## src/hdl/afu_pkg.sv

```systemverilog
//////////////////////////////////////////////////
// Accelerator-side types
// Engine ids, job ranges, queue status, restart FSM
//////////////////////////////////////////////////

package afu_pkg;

	// Engine number, all ones is reserved
	typedef logic [3:0] cu_id_t;

	localparam cu_id_t RESTART_ID = '1;

	typedef enum logic {
		CMD_READ    = 1'b0,
		CMD_RESTART = 1'b1
	} cmd_type_t;

	// Number of cache lines in a job or a share
	typedef logic [15:0] line_count_t;

	typedef struct packed {
		logic [31:0] base;
		line_count_t count;
	} job_t;

	typedef struct packed {
		logic full;
		logic alfull;
		logic valid;
		logic empty;
	} queue_status_t;

	typedef enum logic [2:0] {
		RESTART_RESET,
		RESTART_IDLE,
		RESTART_INIT,
		RESTART_SEND_CMD,
		RESTART_RESP_WAIT,
		RESTART_SEND_CMD_FLUSHED,
		RESTART_DONE
	} restart_state_t;

endpackage

```

## src/hdl/psl_pkg.sv

```systemverilog
//////////////////////////////////////////////////
// Bus protocol types
// Command and response lines, tags and addresses
//////////////////////////////////////////////////

package psl_pkg;

	import afu_pkg::cu_id_t;
	import afu_pkg::cmd_type_t;

	typedef logic [7:0] tag_t;

	// Cache-line address, not a byte address
	typedef logic [31:0] addr_t;

	typedef enum logic [1:0] {
		READ    = 2'd0,
		RESTART = 2'd1
	} psl_cmd_t;

	typedef enum logic [1:0] {
		DONE    = 2'd0,
		PAGED   = 2'd1,
		FLUSHED = 2'd2
	} psl_response_t;

	typedef enum logic {
		ABORT  = 1'b0,
		STRICT = 1'b1
	} abort_t;

	typedef struct packed {
		logic      valid;
		psl_cmd_t  command;
		abort_t    abt;
		tag_t      tag;
		addr_t     address;
		cu_id_t    cu_id;
		cmd_type_t cmd_type;
	} cmd_line_t;

	typedef struct packed {
		logic          valid;
		tag_t          tag;
		psl_response_t response;
	} rsp_line_t;

endpackage

```

## src/hdl/cu_cmd_engine.sv

```systemverilog
//////////////////////////////////////////////////
// Compute-unit command engine
// Walks a line range, one READ per grant
//////////////////////////////////////////////////

module cu_cmd_engine #(
	parameter afu_pkg::cu_id_t CU_ID = '0
) (
	input  logic               clock,
	input  logic               rstn,
	input  logic               start,
	input  afu_pkg::job_t      range,
	input  logic               grant,
	output logic               request,
	output logic               idle,
	output psl_pkg::cmd_line_t cmd
);
	import afu_pkg::*;
	import psl_pkg::*;

	addr_t       next_addr;
	line_count_t remaining;

	//////////////////////////////////////////////////
	// Range walker
	//////////////////////////////////////////////////

	always_ff @(posedge clock or negedge rstn) begin
		if (!rstn) begin
			remaining <= '0;
		end else if (start) begin
			remaining <= range.count;
		end else if (grant) begin
			remaining <= remaining - 1'b1;
		end
	end

	always_ff @(posedge clock) begin
		if (start)
			next_addr <= range.base;
		else if (grant)
			next_addr <= next_addr + 1'b1;
	end

	assign request = (remaining != '0);
	assign idle    = (remaining == '0);

	// Tag is left zero, the arbiter stamps it
	always_comb begin
		cmd          = '0;
		cmd.valid    = request;
		cmd.command  = READ;
		cmd.abt      = ABORT;
		cmd.address  = next_addr;
		cmd.cu_id    = CU_ID;
		cmd.cmd_type = CMD_READ;
	end

	// The arbiter must only grant a live request
	a_grant_needs_request: assert property (
		@(posedge clock) disable iff (!rstn) grant |-> request
	) else $error("grant to engine %0d without request", CU_ID);

endmodule

```

## config.mk

```make
export PLATFORM = sky130hd
export DESIGN_NAME = cu_cmd_engine
export DESIGN_NICKNAME = d
export VERILOG_FILES = /design/src/hdl/afu_pkg.sv /design/src/hdl/psl_pkg.sv /design/src/hdl/cu_cmd_engine.sv
export SDC_FILE = /design/constraint.sdc
export NUM_CORES = 1
export LEC_CHECK = 0
export ABC_CLOCK_PERIOD_IN_PS = 2490
export BUFFER_PORTS_ARGS = -buffer_cell sky130_fd_sc_hd__clkbuf_2
export CAP_MARGIN = 0
export CORE_UTILIZATION = 46
export CTS_CLUSTER_SIZE = 12
export DETAILED_ROUTE_END_ITERATION = 8
export PLACE_DENSITY = 0.79
export SYNTH_ARGS = -nofsm -noshare
export SYNTH_HDL_FRONTEND = slang
export SYNTH_SLANG_ARGS = --single-unit
```

## constraint.sdc

```tcl
create_clock -name clock -period 2.49 [get_ports clock]
set_clock_uncertainty 0.15 [all_clocks]
set_input_delay 0.6225 -clock clock [delete_from_list [all_inputs] [get_ports clock]]
set_output_delay 0.6225 -clock clock [all_outputs]
set_load 0.02 [all_outputs]
```

# Yosys cells after proc, flatten, opt, wreduce, memory -nomap -nowiden
# Cells that the tools add are included.
dict set report totals {
  input_bits 52
  out_inout_bits 51
  elab_cells 11
  reg_bits 48
}
dict set report op_classes {
  n_reduce_logical 3
  add_sub_neg 2
  n_mux 4
}
# cell count
set ops {}
lappend ops {{two-way mux 32 bit} 2}
lappend ops {{adder 32 x 1 -> 32 bit, second input constant} 1}
lappend ops {{two-way mux 16 bit} 2}
lappend ops {{zero test 16 bit} 1}
lappend ops {{nonzero test 16 bit} 1}
lappend ops {{subtractor 16 x 1 -> 16 bit, second input constant} 1}
lappend ops {{nonzero test 2 bit} 1}

# Longest topological paths before layout
dict set report depth {
  depth_word 3
  depth_mapped 7
  depth_no_buf 6
}

# Least setup slack after synthesis
# Ideal clock, no wire load.
dict set report synth_path {
  path_type {reg2out}
  from {reg remaining[7]}
  to {out cmd[48] in the netlist's numbering}
  required_time_ps 1717
  path_stages_with_launch 5
  n_path_buf 1
  arrival_time_ps 1960
  path_slack_ps -243
  path_cell_list {dfrtp_1 nor4_1 nand3b_1 or4b_1 buf_4}
}
dict set report synth_between {
  elab_chain_len 1
}
# item line
set synth_lines {}
lappend synth_lines {{from (decl)} cu_cmd_engine.sv:22} ;# line_count_t remaining;
lappend synth_lines {{from (signal assigned)} cu_cmd_engine.sv:32} ;# remaining <= range.count;
lappend synth_lines {{from (signal assigned)} cu_cmd_engine.sv:34} ;# remaining <= remaining - 1'b1;
lappend synth_lines {{nonzero test 16 bit} cu_cmd_engine.sv:45} ;# assign request = (remaining != '0);
lappend synth_lines {{to (decl)} cu_cmd_engine.sv:16} ;# output psl_pkg::cmd_line_t cmd
# Every way passes these cells.

==> results.yml <==
synth:
  synth_top_family_by_area: "simple AND/OR/NAND/NOR gates"
  synth.most_common_cell: "nand2_1"
  postSynth.topFlopCell: "edfxtp_1"
  synth-compound-area-share_pct: 13.0
  post_synth_instance_area_um2: 3000
  synthTopCellsByArea: "edfxtp_1 32%, dfrtp_1 13%, o21ai_0 5.5%"
  synth_xor_xnor_area_share_pct: 7.30
  postSynth.asyncResetShare_pct: 33.3
  synth_common_cells: "43 x nand2_1, 33 x o21ai_0, 32 x edfxtp_1, 25 x nor2_1, 18 x a31oi_1"
  synth_area_per_cell_um2: 9.29
  yosys_cell_types: 39
  leading_area_contributor_after_synthesis: "edfxtp_1"
  ys_warn_count: 0
  synth_edf_count: 32
  fraction_of_synthesized_cell_area_taken_by_the_top_area_cell_type_pct: 32.0
  adder_cell_share_of_the_synthesized_area_pct: 1.25
  simple_gate_fraction_of_synth_area_pct: 24.2
  synth_mux_area_share_pct: 0.751
  synth-seq-cells: 48
  yosysSeqAreaShare_pct: 45.4
  syn_inst: 323
grt:
  globalRoute.totalOverflow: 0
  pin_count_of_the_biggest_net_entering_global_routing: 44
  grt_util_all_layers_pct: 20.3
  global_route_wire_length_before_repair_mm: 10.7
  grt_antenna_before_repair: 0
  first_global_vias: 2414
worst_setup_path:
  required_ps: 1720
  crit_arrival_ps: 1880
  crit_path_max_incr_delay_ps: 520
  timing.critical_path.fanout_max: 3
  timing_worst_setup_path_type: "reg2out"
  endpoint_kind: "output pin"
  slowest_stage: "or4b_4"
  timing.critical_path.from_type: "flip-flop"
  timing.critical_path.cells: "nor4_4 -> nand3b_1 -> or4b_4 -> clkbuf_4"
detailed_routing:
  detailedRoute.firstPassIterationCount: 4
  antenna_left: 0
  drtIter0Drc: 183
  wl_met1_mm: 3.09
  met3_wirelength_um: 374
  detailroute.wirelength.met2_mm: 3.17
  route.vias.total: 2633
  dr.max_layer_used: "met4"
  routed_via_density: 5.32
  route.detailed.drc: 0
  drt-total-wl_mm: 6.73
  detail_route.wl_per_cell_um: 13.6
clocking:
  path_clk_slew_ps: 90
  number_of_clock_buffers_inserted_by_tritoncts: 5
  ctsHtreeMaxLevel: 2
  clk_root_buffer_cell: "clkbuf_8"
  clock_sink_total: 48
  cts-hold-fix-buffers: 0
  cts_tree: "built"
  max-clock-path-buffers: 2
  clock_insertion_delay_worst_skew_ps: 300
finish:
  final-seq-area_um2: 1360
  area_of_combinational_cells_with_multiple_inputs_um2: 1480
  syn_to_final_growth_pct: 22.2
  num-fill-cells: 580
  final_nets: 472
  finalInstanceArea_um2: 3660
  finalCoreUtilization_pct: 58.0
  layout-drive-gt1-share_pct: 31.1
  num_antenna_cells: 0
hold_path:
  holdCritPathClass: "in2async"
power:
  powerDensity_nw_per_um2: 547
  leakage_uw: 0.00151
  vdd_drop_max_mv: 0.375
placed_design:
  gp_routability_congestion: 0.849
  place_hpwl_mm: 4.84
  post-place-ws_ps: 64.5
  placement.cell_area_um2: 3530
  buffer_ports.inserted: 86
sta:
  timing.final.setup_violations: 3
  achievable-frequency_mhz: 377
  tightest_slew_ps: 808
  timing_max_transition_violations_final: 0
  hold_viol_final: 0
  grt_setup_unrepaired: "true"
  timing.slew.headroom_pct: 46.1
  setup_total_negative_slack_ps: -464
  final_min_period_over_clock_period_pct: 106
  finalWorstSetupSlack_ps: -159
  finalCriticalPeriod_ps: 2650
floorplan:
  dieArea_um2: 6850
  floorplan.initialDensity_pct: 47.5
  placementRows: 29
  design.core.area_um2: 6310
  floorplan.die.height_um: 82.7
  die_x_um: 82.7
  io_pins: 103
outcome:
  violations: "setup timing"
  run_status: "finished, violations left"
run:
  max_capacitance_violation_count: 0
## state kept, by name, indices dropped and copies added, names as in the netlist
name	flops
next_addr	32
remaining	16
## layer usage
layer	vias to the layer above	global-route usage (%)
met5	-	0
met4	0	6.90
met3	8	3.96
met2	94	33.4
met1	1188	26.7
li1	1343	-
## power by group
| group | internal [µW] | switching (µW) |
|---|---|---|
| Clock | 222 | 268 |
| Combinational | 191 | 278 |
| Sequential | 951 | 93.3 |
| Total | 1360 | 639 |
## layout by cell type (no fill, tap or decap), types with 3 or more instances in the layout
cell,n
a31oi_1,18
buf_4,20
clkbuf_2,84
clkbuf_8,6
conb_1,16
dfrtp_1,16
edfxtp_1,32
ha_1,3
inv_1,9
nand2_1,43
nand3_1,9
nand4_1,8
nor2_1,25
nor3_1,4
nor4_1,5
o21ai_0,33
o31ai_1,12
or3_1,4
or4_1,14
xnor2_1,12
xor2_1,13
## metrics by stage
step | total power (µW) | hold slack (ps) | cells
after floorplan | 1350 | 177 | 338
after global placement | 1510 | 414 | 484
after detailed placement | 1530 | 419 | 484
after CTS | 2020 | 90.9 | 494
after global routing | 2120 | 106 | 495
final | 2000 | 86.2 | 495
## area by class of cell
cell class                 count  share of cell area [%]
multi-input combinational    246                    40.5
sequential                    48                    37.2
timing repair buffer         106                    16.2
tap                           77                    2.63
clock buffer                   6                    2.25
inverter                      10                    1.02
clock inverter                 2                   0.273
## logic make-up (layout without fill, tap and decap cells)
family | after synthesis | in the layout
fa+ha+maj | 3 | 3
compound gates | 66 | 66
mux | 2 | 2
xor+xnor | 25 | 25
other cells | 1 | 16
flops | 48 | 48
simple gates | 134 | 134
buf+inv | 44 | 124
## repair_timing
item,4_1_cts,5_1_grt
setup endpoints to repair,3,9
pin swaps,2,2
endpoints found under the hold margin,0,0
resized for setup,4,2
setup buffers,2,1
## worst paths after layout
path                       slack (ps)             to     startpoint  depth (start not counted)
max reg2reg                       200  next_addr[31]   next_addr[2]                          5
min                                90  remaining[10]           rstn                          1
max in group asynchronous        1820   remaining[1]           rstn                          1
max                              -160        cmd[48]   remaining[7]                          4
min in group clock                380  remaining[10]      range[10]                          3
min reg2reg                       440  remaining[15]  remaining[15]                          2
## critical path: cells and delay by family, from the launching register on
family / cells / cell delay (ps)
buffers and inverters: 1 / 180
flip-flops: 1 / 420
AND/OR/NAND/NOR: 3 / 980
No activity file was read; power rests on OpenSTA's default activity.
