===== config.mk =====
export PLATFORM = sky130hd
export DESIGN_NAME = job_dispatch
export DESIGN_NICKNAME = d
export VERILOG_FILES = /design/src/hdl/afu_pkg.sv /design/src/hdl/job_dispatch.sv
export SDC_FILE = /design/constraint.sdc
export NUM_CORES = 1
export LEC_CHECK = 0
export BUFFER_PORTS_ARGS = -buffer_cell sky130_fd_sc_hd__clkbuf_2
export CAP_MARGIN = 20
export CELL_PAD_IN_SITES_DETAIL_PLACEMENT = 1
export CELL_PAD_IN_SITES_GLOBAL_PLACEMENT = 1
export CORE_MARGIN = 1.5
export CORE_UTILIZATION = 44
export CTS_BUF_LIST = sky130_fd_sc_hd__clkbuf_16
export DETAILED_ROUTE_END_ITERATION = 10
export PLACE_DENSITY_LB_ADDON = 0.1
export REMOVE_ABC_BUFFERS = 1
export SKIP_LAST_GASP = 1
export SLEW_MARGIN = 20
export SYNTH_ARGS = -nofsm -noshare
export SYNTH_HDL_FRONTEND = slang
export SYNTH_SLANG_ARGS = --single-unit

===== constraint.sdc =====
create_clock -name clock -period 1.2 [get_ports clock]
set_input_delay 0.24 -clock clock [delete_from_list [all_inputs] [get_ports clock]]
set_output_delay 0.24 -clock clock [all_outputs]
set_load 0.02 [all_outputs]

===== src/hdl/afu_pkg.sv =====
//////////////////////////////////////////////////
// Accelerator-side types
// Engine ids, job ranges, queue status, restart FSM
//////////////////////////////////////////////////

package afu_pkg;

	// Engine number, all ones is reserved
	typedef logic [3:0] cu_id_t;

	localparam cu_id_t RESTART_ID = '1;

	typedef enum logic {
		CMD_READ    = 1'b0,
		CMD_RESTART = 1'b1
	} cmd_type_t;

	// Number of cache lines in a job or a share
	typedef logic [15:0] line_count_t;

	typedef struct packed {
		logic [31:0] base;
		line_count_t count;
	} job_t;

	typedef struct packed {
		logic full;
		logic alfull;
		logic valid;
		logic empty;
	} queue_status_t;

	typedef enum logic [2:0] {
		RESTART_RESET,
		RESTART_IDLE,
		RESTART_INIT,
		RESTART_SEND_CMD,
		RESTART_RESP_WAIT,
		RESTART_SEND_CMD_FLUSHED,
		RESTART_DONE
	} restart_state_t;

endpackage


===== src/hdl/job_dispatch.sv =====
//////////////////////////////////////////////////
// Job dispatcher
// Splits a read job evenly over the engines
//////////////////////////////////////////////////

module job_dispatch #(
	parameter int NUM_CU = 4
) (
	input  logic                         clock,
	input  logic                         rstn,
	input  logic                         job_start,
	input  afu_pkg::job_t                job,
	output logic [NUM_CU-1:0]            cu_start,
	output afu_pkg::job_t [NUM_CU-1:0]   cu_job,
	input  logic [NUM_CU-1:0]            cu_idle,
	output logic                         job_done
);
	import afu_pkg::*;

	line_count_t              share;
	line_count_t              extra;
	job_t [NUM_CU-1:0]        split;
	logic                     busy;
	logic                     start_d;

	// Low-numbered engines take one extra line each
	always_comb begin
		share = job.count / line_count_t'(NUM_CU);
		extra = job.count % line_count_t'(NUM_CU);
		for (int i = 0; i < NUM_CU; i++) begin
			if (line_count_t'(i) < extra) begin
				split[i].count = share + 1'b1;
				split[i].base  = job.base + 32'(i) * 32'(share) + 32'(i);
			end else begin
				split[i].count = share;
				split[i].base  = job.base + 32'(i) * 32'(share) + 32'(extra);
			end
		end
	end

	always_ff @(posedge clock) begin
		if (job_start)
			cu_job <= split;
	end

	// Idle flags settle two cycles after the start pulse
	always_ff @(posedge clock or negedge rstn) begin
		if (!rstn) begin
			cu_start <= '0;
			start_d  <= 1'b0;
			busy     <= 1'b0;
			job_done <= 1'b0;
		end else begin
			start_d <= |cu_start;
			if (job_start) begin
				cu_start <= '1;
				busy     <= 1'b1;
				job_done <= 1'b0;
			end else begin
				cu_start <= '0;
				if (busy && !start_d && !(|cu_start) && (&cu_idle)) begin
					busy     <= 1'b0;
					job_done <= 1'b1;
				end
			end
		end
	end

endmodule


==> run metrics, run 1 <==
largest net degree at the start of global routing 33; warnings from Yosys 0; FP Rows just over 60; Post-synth ARST share 2.09%; mux share of post-synthesis cell area less than 1%; Die Wd about 170 um; Synth Area in Adders just over 9%; Post-Synth Simple-Gate Area roughly 18%; dpl cell area around 18000 um2; Inst Count DP about 2300; combinational family with the most area after synthesis simple AND/OR/NAND/NOR gates; sequential area share after synthesis between 40% and 50%; Placer Congestion approximately 0.96; Syn Inst Count 1248; Primary FF master, synth edfxtp_1; total track usage between 80% and 90%; CTS Buf Count 17; Stopped at global routing (5_1_grt); count of cell types in the netlist 79; Mean Syn Cell Area 10.4 um2; worst setup endpoint GRT cu_job[184]$_DFFE_PP_/D; HPWL Detailed roughly 39000 um; Run Error [ERROR GRT-0232] Routing congestion too high. Check the congestion heatmap in the GUI.; xor and xnor area share after synthesis 15.3%; WEP type register data pin; Synth Area in Compound Gates 10.8%; clock sinks between 150 and 200; Port-buffer cells approximately 250; Cell Area, Synth around 13000 um2; clock tree buffer depth 2; Initial Util 44.9%; count of flip-flops with a built-in enable after synthesis about 190; status stopped before the end; Synth Register Bits 191; H-tree depth 4; CTS root buffer clkbuf_16; Die Y-Extent roughly 170 um; total I/O pin count about 250; total grt overflow between 500 and 600
-- per-layer routing --
metal  overflow  global-route usage [%]
met1          8                    83.1
met2        327                     101
met3          5                    64.4
met4        194                    90.2
met5          0                    25.8
-- cell families after synthesis --
logic type,after synthesis
simple gates,455
flops,191
fa+ha+maj,83
other cells,1
xor+xnor,225
mux,2
compound gates,211
buf+inv,80
-- through the flow --
stage	worst slack [ns]	utilization, %
3_3_place_gp	-2.95	61.9
3_5_place_dp	-3.08	61.9
2_1_floorplan	-2.64	-
4_1_cts	-2.18	71.6
-- Yosys cell counts (all sizes together), types with 13 or more instances --
cell type	number	area (um2)
nor2	96	360
fa	19	380
xnor2	140	1230
and2	13	81.3
clkbuf	29	111
buf	24	134
nand4	28	175
nor4	21	138
inv	26	97.6
o211ai	17	128
nand3	52	270
xor2	85	744
o21ai	47	235
edfxtp	187	5620
ha	64	801
nand2	126	473
and3	13	81.3
a21oi	60	300
nor3	34	170
or3	15	93.8
-- what timing repair did --
action	CTS
setup endpoints to repair	341
resized for setup	349
buffers inserted	68
pin swaps	137
endpoints found under the hold margin	4
hold buffers	1
==> inputs of run 2 (changes only) <==
--- a/config.mk
+++ b/config.mk
@@ -7,13 +7,10 @@
 export LEC_CHECK = 0
 export BUFFER_PORTS_ARGS = -buffer_cell sky130_fd_sc_hd__clkbuf_2
 export CAP_MARGIN = 20
-export CELL_PAD_IN_SITES_DETAIL_PLACEMENT = 1
-export CELL_PAD_IN_SITES_GLOBAL_PLACEMENT = 1
 export CORE_MARGIN = 1.5
-export CORE_UTILIZATION = 44
-export CTS_BUF_LIST = sky130_fd_sc_hd__clkbuf_16
+export CORE_UTILIZATION = 30
 export DETAILED_ROUTE_END_ITERATION = 10
-export PLACE_DENSITY_LB_ADDON = 0.1
+export PLACE_DENSITY_LB_ADDON = 0.15
 export REMOVE_ABC_BUFFERS = 1
 export SKIP_LAST_GASP = 1
 export SLEW_MARGIN = 20
==> run 2 against run 1 <==
The flow now finishes, with violations (setup timing). Synthesized cell count unchanged. Area after synthesis is the same.
==> run metrics, run 2 <==
Max Transition Viols Final 0; GR Layer Usage met2 between 30% and 40%; crit path launch type input pin; GR met3 Demand/Resource roughly 3.5%; Synth Register Bits 191 (unchanged); failing checks setup timing; worst-margin pin slew around 0.53 ns; Final Util a little over half; Synth-to-Final Area Change 77.9%; Cell Area, Synth 12900 um2 (unchanged); GR peak layer met2; CTS tree built; layout cells sized above 1 roughly 57%; max FFs per register approximately 190; Synth Area in Adders 9.14% (unchanged); vias in the first global route between 10000 and 15000; worst vdd ir 712 uV; combinational family with the most area after synthesis simple AND/OR/NAND/NOR gates (unchanged); DRT Wirelength between 40000 and 50000 um; most frequent cells in the layout buf_4, buf_6, edfxtp_1, xnor2_1, nand2_1; M1 GR Usage ~30%; largest net degree at the start of global routing 46; nets roughly 2100; Setup TNS -174.58 ns; Leak around 9.5 nW; Post-Synth Simple-Gate Area 17.7% (unchanged); Synth area leader edfxtp_1 (unchanged); most common cell after layout, fill and taps aside buf_4; CTS Buf Count 17 (unchanged); Inst Count DP 2430 (was 2272); multi-input combinational cell area just over 9000 um2; total grt overflow 0; slew margin rel. between 60 and 70%; Placer Congestion 0.917 (was 0.965); Mean Syn Cell Area 10.4 um2 (unchanged); Highest Clock Rate approximately 300 MHz; First-pass DRT Iterations 5; endpoints failing hold 0; xor and xnor area share after synthesis 15.3% (unchanged); fin area between 20000 and 25000 um2; Die Wd 211 um (was 174 um); Syn Inst Count 1248 (unchanged); Setup Skew 0.000329 ns; antenna violations before repair 3; H-tree depth 4 (unchanged); class of the worst hold path in -> async; Final setup viols 346; Commonest cells post-synth edfxtp_1, xnor2_1, nand2_1, nor2_1, xor2_1 (unchanged); fin crit share 276%; Post-synth ARST share 2.09% (unchanged); reg2reg path depth 4; CTS clk-pin slew, worst paths about 0.080 ns; total power ~26 mW; via count 12299; Max Cap Viol 0; count of flip-flops with a built-in enable after synthesis 187 (unchanged); DR iter-0 viols roughly 700; Setup crit end kind register; Sequential Area 5720 um2; min Tclk post-route 3.32 ns; Vias/cell about 4.8; HPWL Detailed 36300 um (was 39500 um); sequential area share after synthesis 44.2% (unchanged); Initial Util 30.6% (was 44.9%); FP Rows 75 (was 62); Synth Area in Compound Gates 10.8% (unchanged); number of fill cells approximately 3700; RSZ-0062 raised after global routing true; mux share of post-synthesis cell area 0.155% (unchanged); residual DRC count 0; status finished, violations left (was stopped before the end); CTS root buffer clkbuf_16 (unchanged); clock sinks 191 (unchanged); non-filler cells, final between 2000 and 3000; Primary FF master, synth edfxtp_1 (unchanged); Port-buffer cells 246 (unchanged); cell with the most instances after synthesis edfxtp_1 (unchanged); PwrDens about 1100 nW/um2; post-route ant nets 0; DIE AREA between 40000 and 50000 um2; data arrival time of the critical path roughly 3.5 ns; count of cell types in the netlist 79 (unchanged); top cell type's share of synthesized area 43.5% (unchanged); Skew-Pair Late Insertion Delay between 0.4 and 0.5 ns; largest cells by area after synthesis edfxtp_1, xnor2_1, ha_1 (unchanged); final setup margin -2.12 ns; CP Data Required Time between 1 and 1.5 ns; Die Y-Extent 211 um (was 174 um); CP Class in -> reg; warnings from Yosys 0 (unchanged); dpl cell area 18000 um2 (was 17800 um2); total I/O pin count 252 (unchanged); drt wl/cell ~19 um; critical-path maximum fanout 3; global-route wire length before repair 70600 um; total track usage 21.2%; Top reg by flops cu_job; CORE AREA 42200 um2; clock tree buffer depth 2 (unchanged)
## run 2: cell counts after synthesis
No cell type changed its count.
## run 2: final timing paths
kind	start	endpoint	slack, ns
max in group asynchronous	rstn	cu_start[2]	0.98
worst max-delay path	job[5]	cu_job[191]	-2.12
worst min-delay path	rstn	cu_start[2]	0.08
min in group clock	cu_idle[1]	busy	0.12
worst min register to register	busy	job_done	0.52
worst max register to register	cu_start[2]	job_done	0.14
## run 2: timing repair
action / in CTS / in global routing
endpoints found under the setup margin: 340 / 347
endpoints found under the hold margin: 4 / 0
cloned: 1 / 0
gates resized for setup: 336 / 741
setup buffers: 55 / 58
hold buffers: 1 / 0
pin swaps: 126 / 158
## run 2: cell type report
| class | count | area share, % |
|---|---|---|
| Antenna cell | 1 | 0.0109 |
| Clock buffer | 18 | 1.87 |
| Clock inverter | 14 | 0.762 |
| Inverter | 27 | 0.452 |
| Multi-Input combinational cell | 981 | 40.4 |
| Sequential cell | 191 | 24.9 |
| Tap cell | 539 | 2.93 |
| Timing Repair Buffer | 768 | 28.7 |
## run 2: where the power goes
group	internal [mW]	switching, mW
logic	5.41	5.63
registers	8.30	0.343
clock network	2.98	2.89
## run 2: critical path, cell delays in order
cell and delay (ns):
clkbuf_16 0.13, buf_6 0.11, fa_1 0.48, ha_4 0.29
o211ai_1 0.12, o21ai_1 0.24, o221a_2 0.28, a31oi_2 0.13
buf_4 0.17, or3_1 0.35, nand2_1 0.10, or4b_4 0.48
nor4b_2 0.31, xnor2_1 0.11
## run 2: metal layers
metal  share of wire, %  routed length (um)
met3                3.6                1750
met5              0.046                  22
met4                1.6                 781
met2                 48               22900
met1                 47               22500
## run 2: cells by family (layout without fill, tap and decap cells)
family | count (synthesis) | in the layout
AND/OR/NAND/NOR | 455 | 455
buffers and inverters | 80 | 827
AO/OA/AOI/OAI | 211 | 211
multiplexers | 2 | 2
flip-flops | 191 | 191
XOR/XNOR | 225 | 225
adder cells (fa/ha/maj) | 83 | 83
other | 1 | 6
## run 2: per-stage QoR
step	setup WS, ns	hold WS (ns)
floorplan	-2.64	-0.0556
global placement	-2.97	0.0496
detailed placement	-3.02	0.0535
CTS	-2.10	0.0558
global route	-2.22	0.0686
finish	-2.12	0.0843
Note: power is estimated with default switching activity, not from simulation.
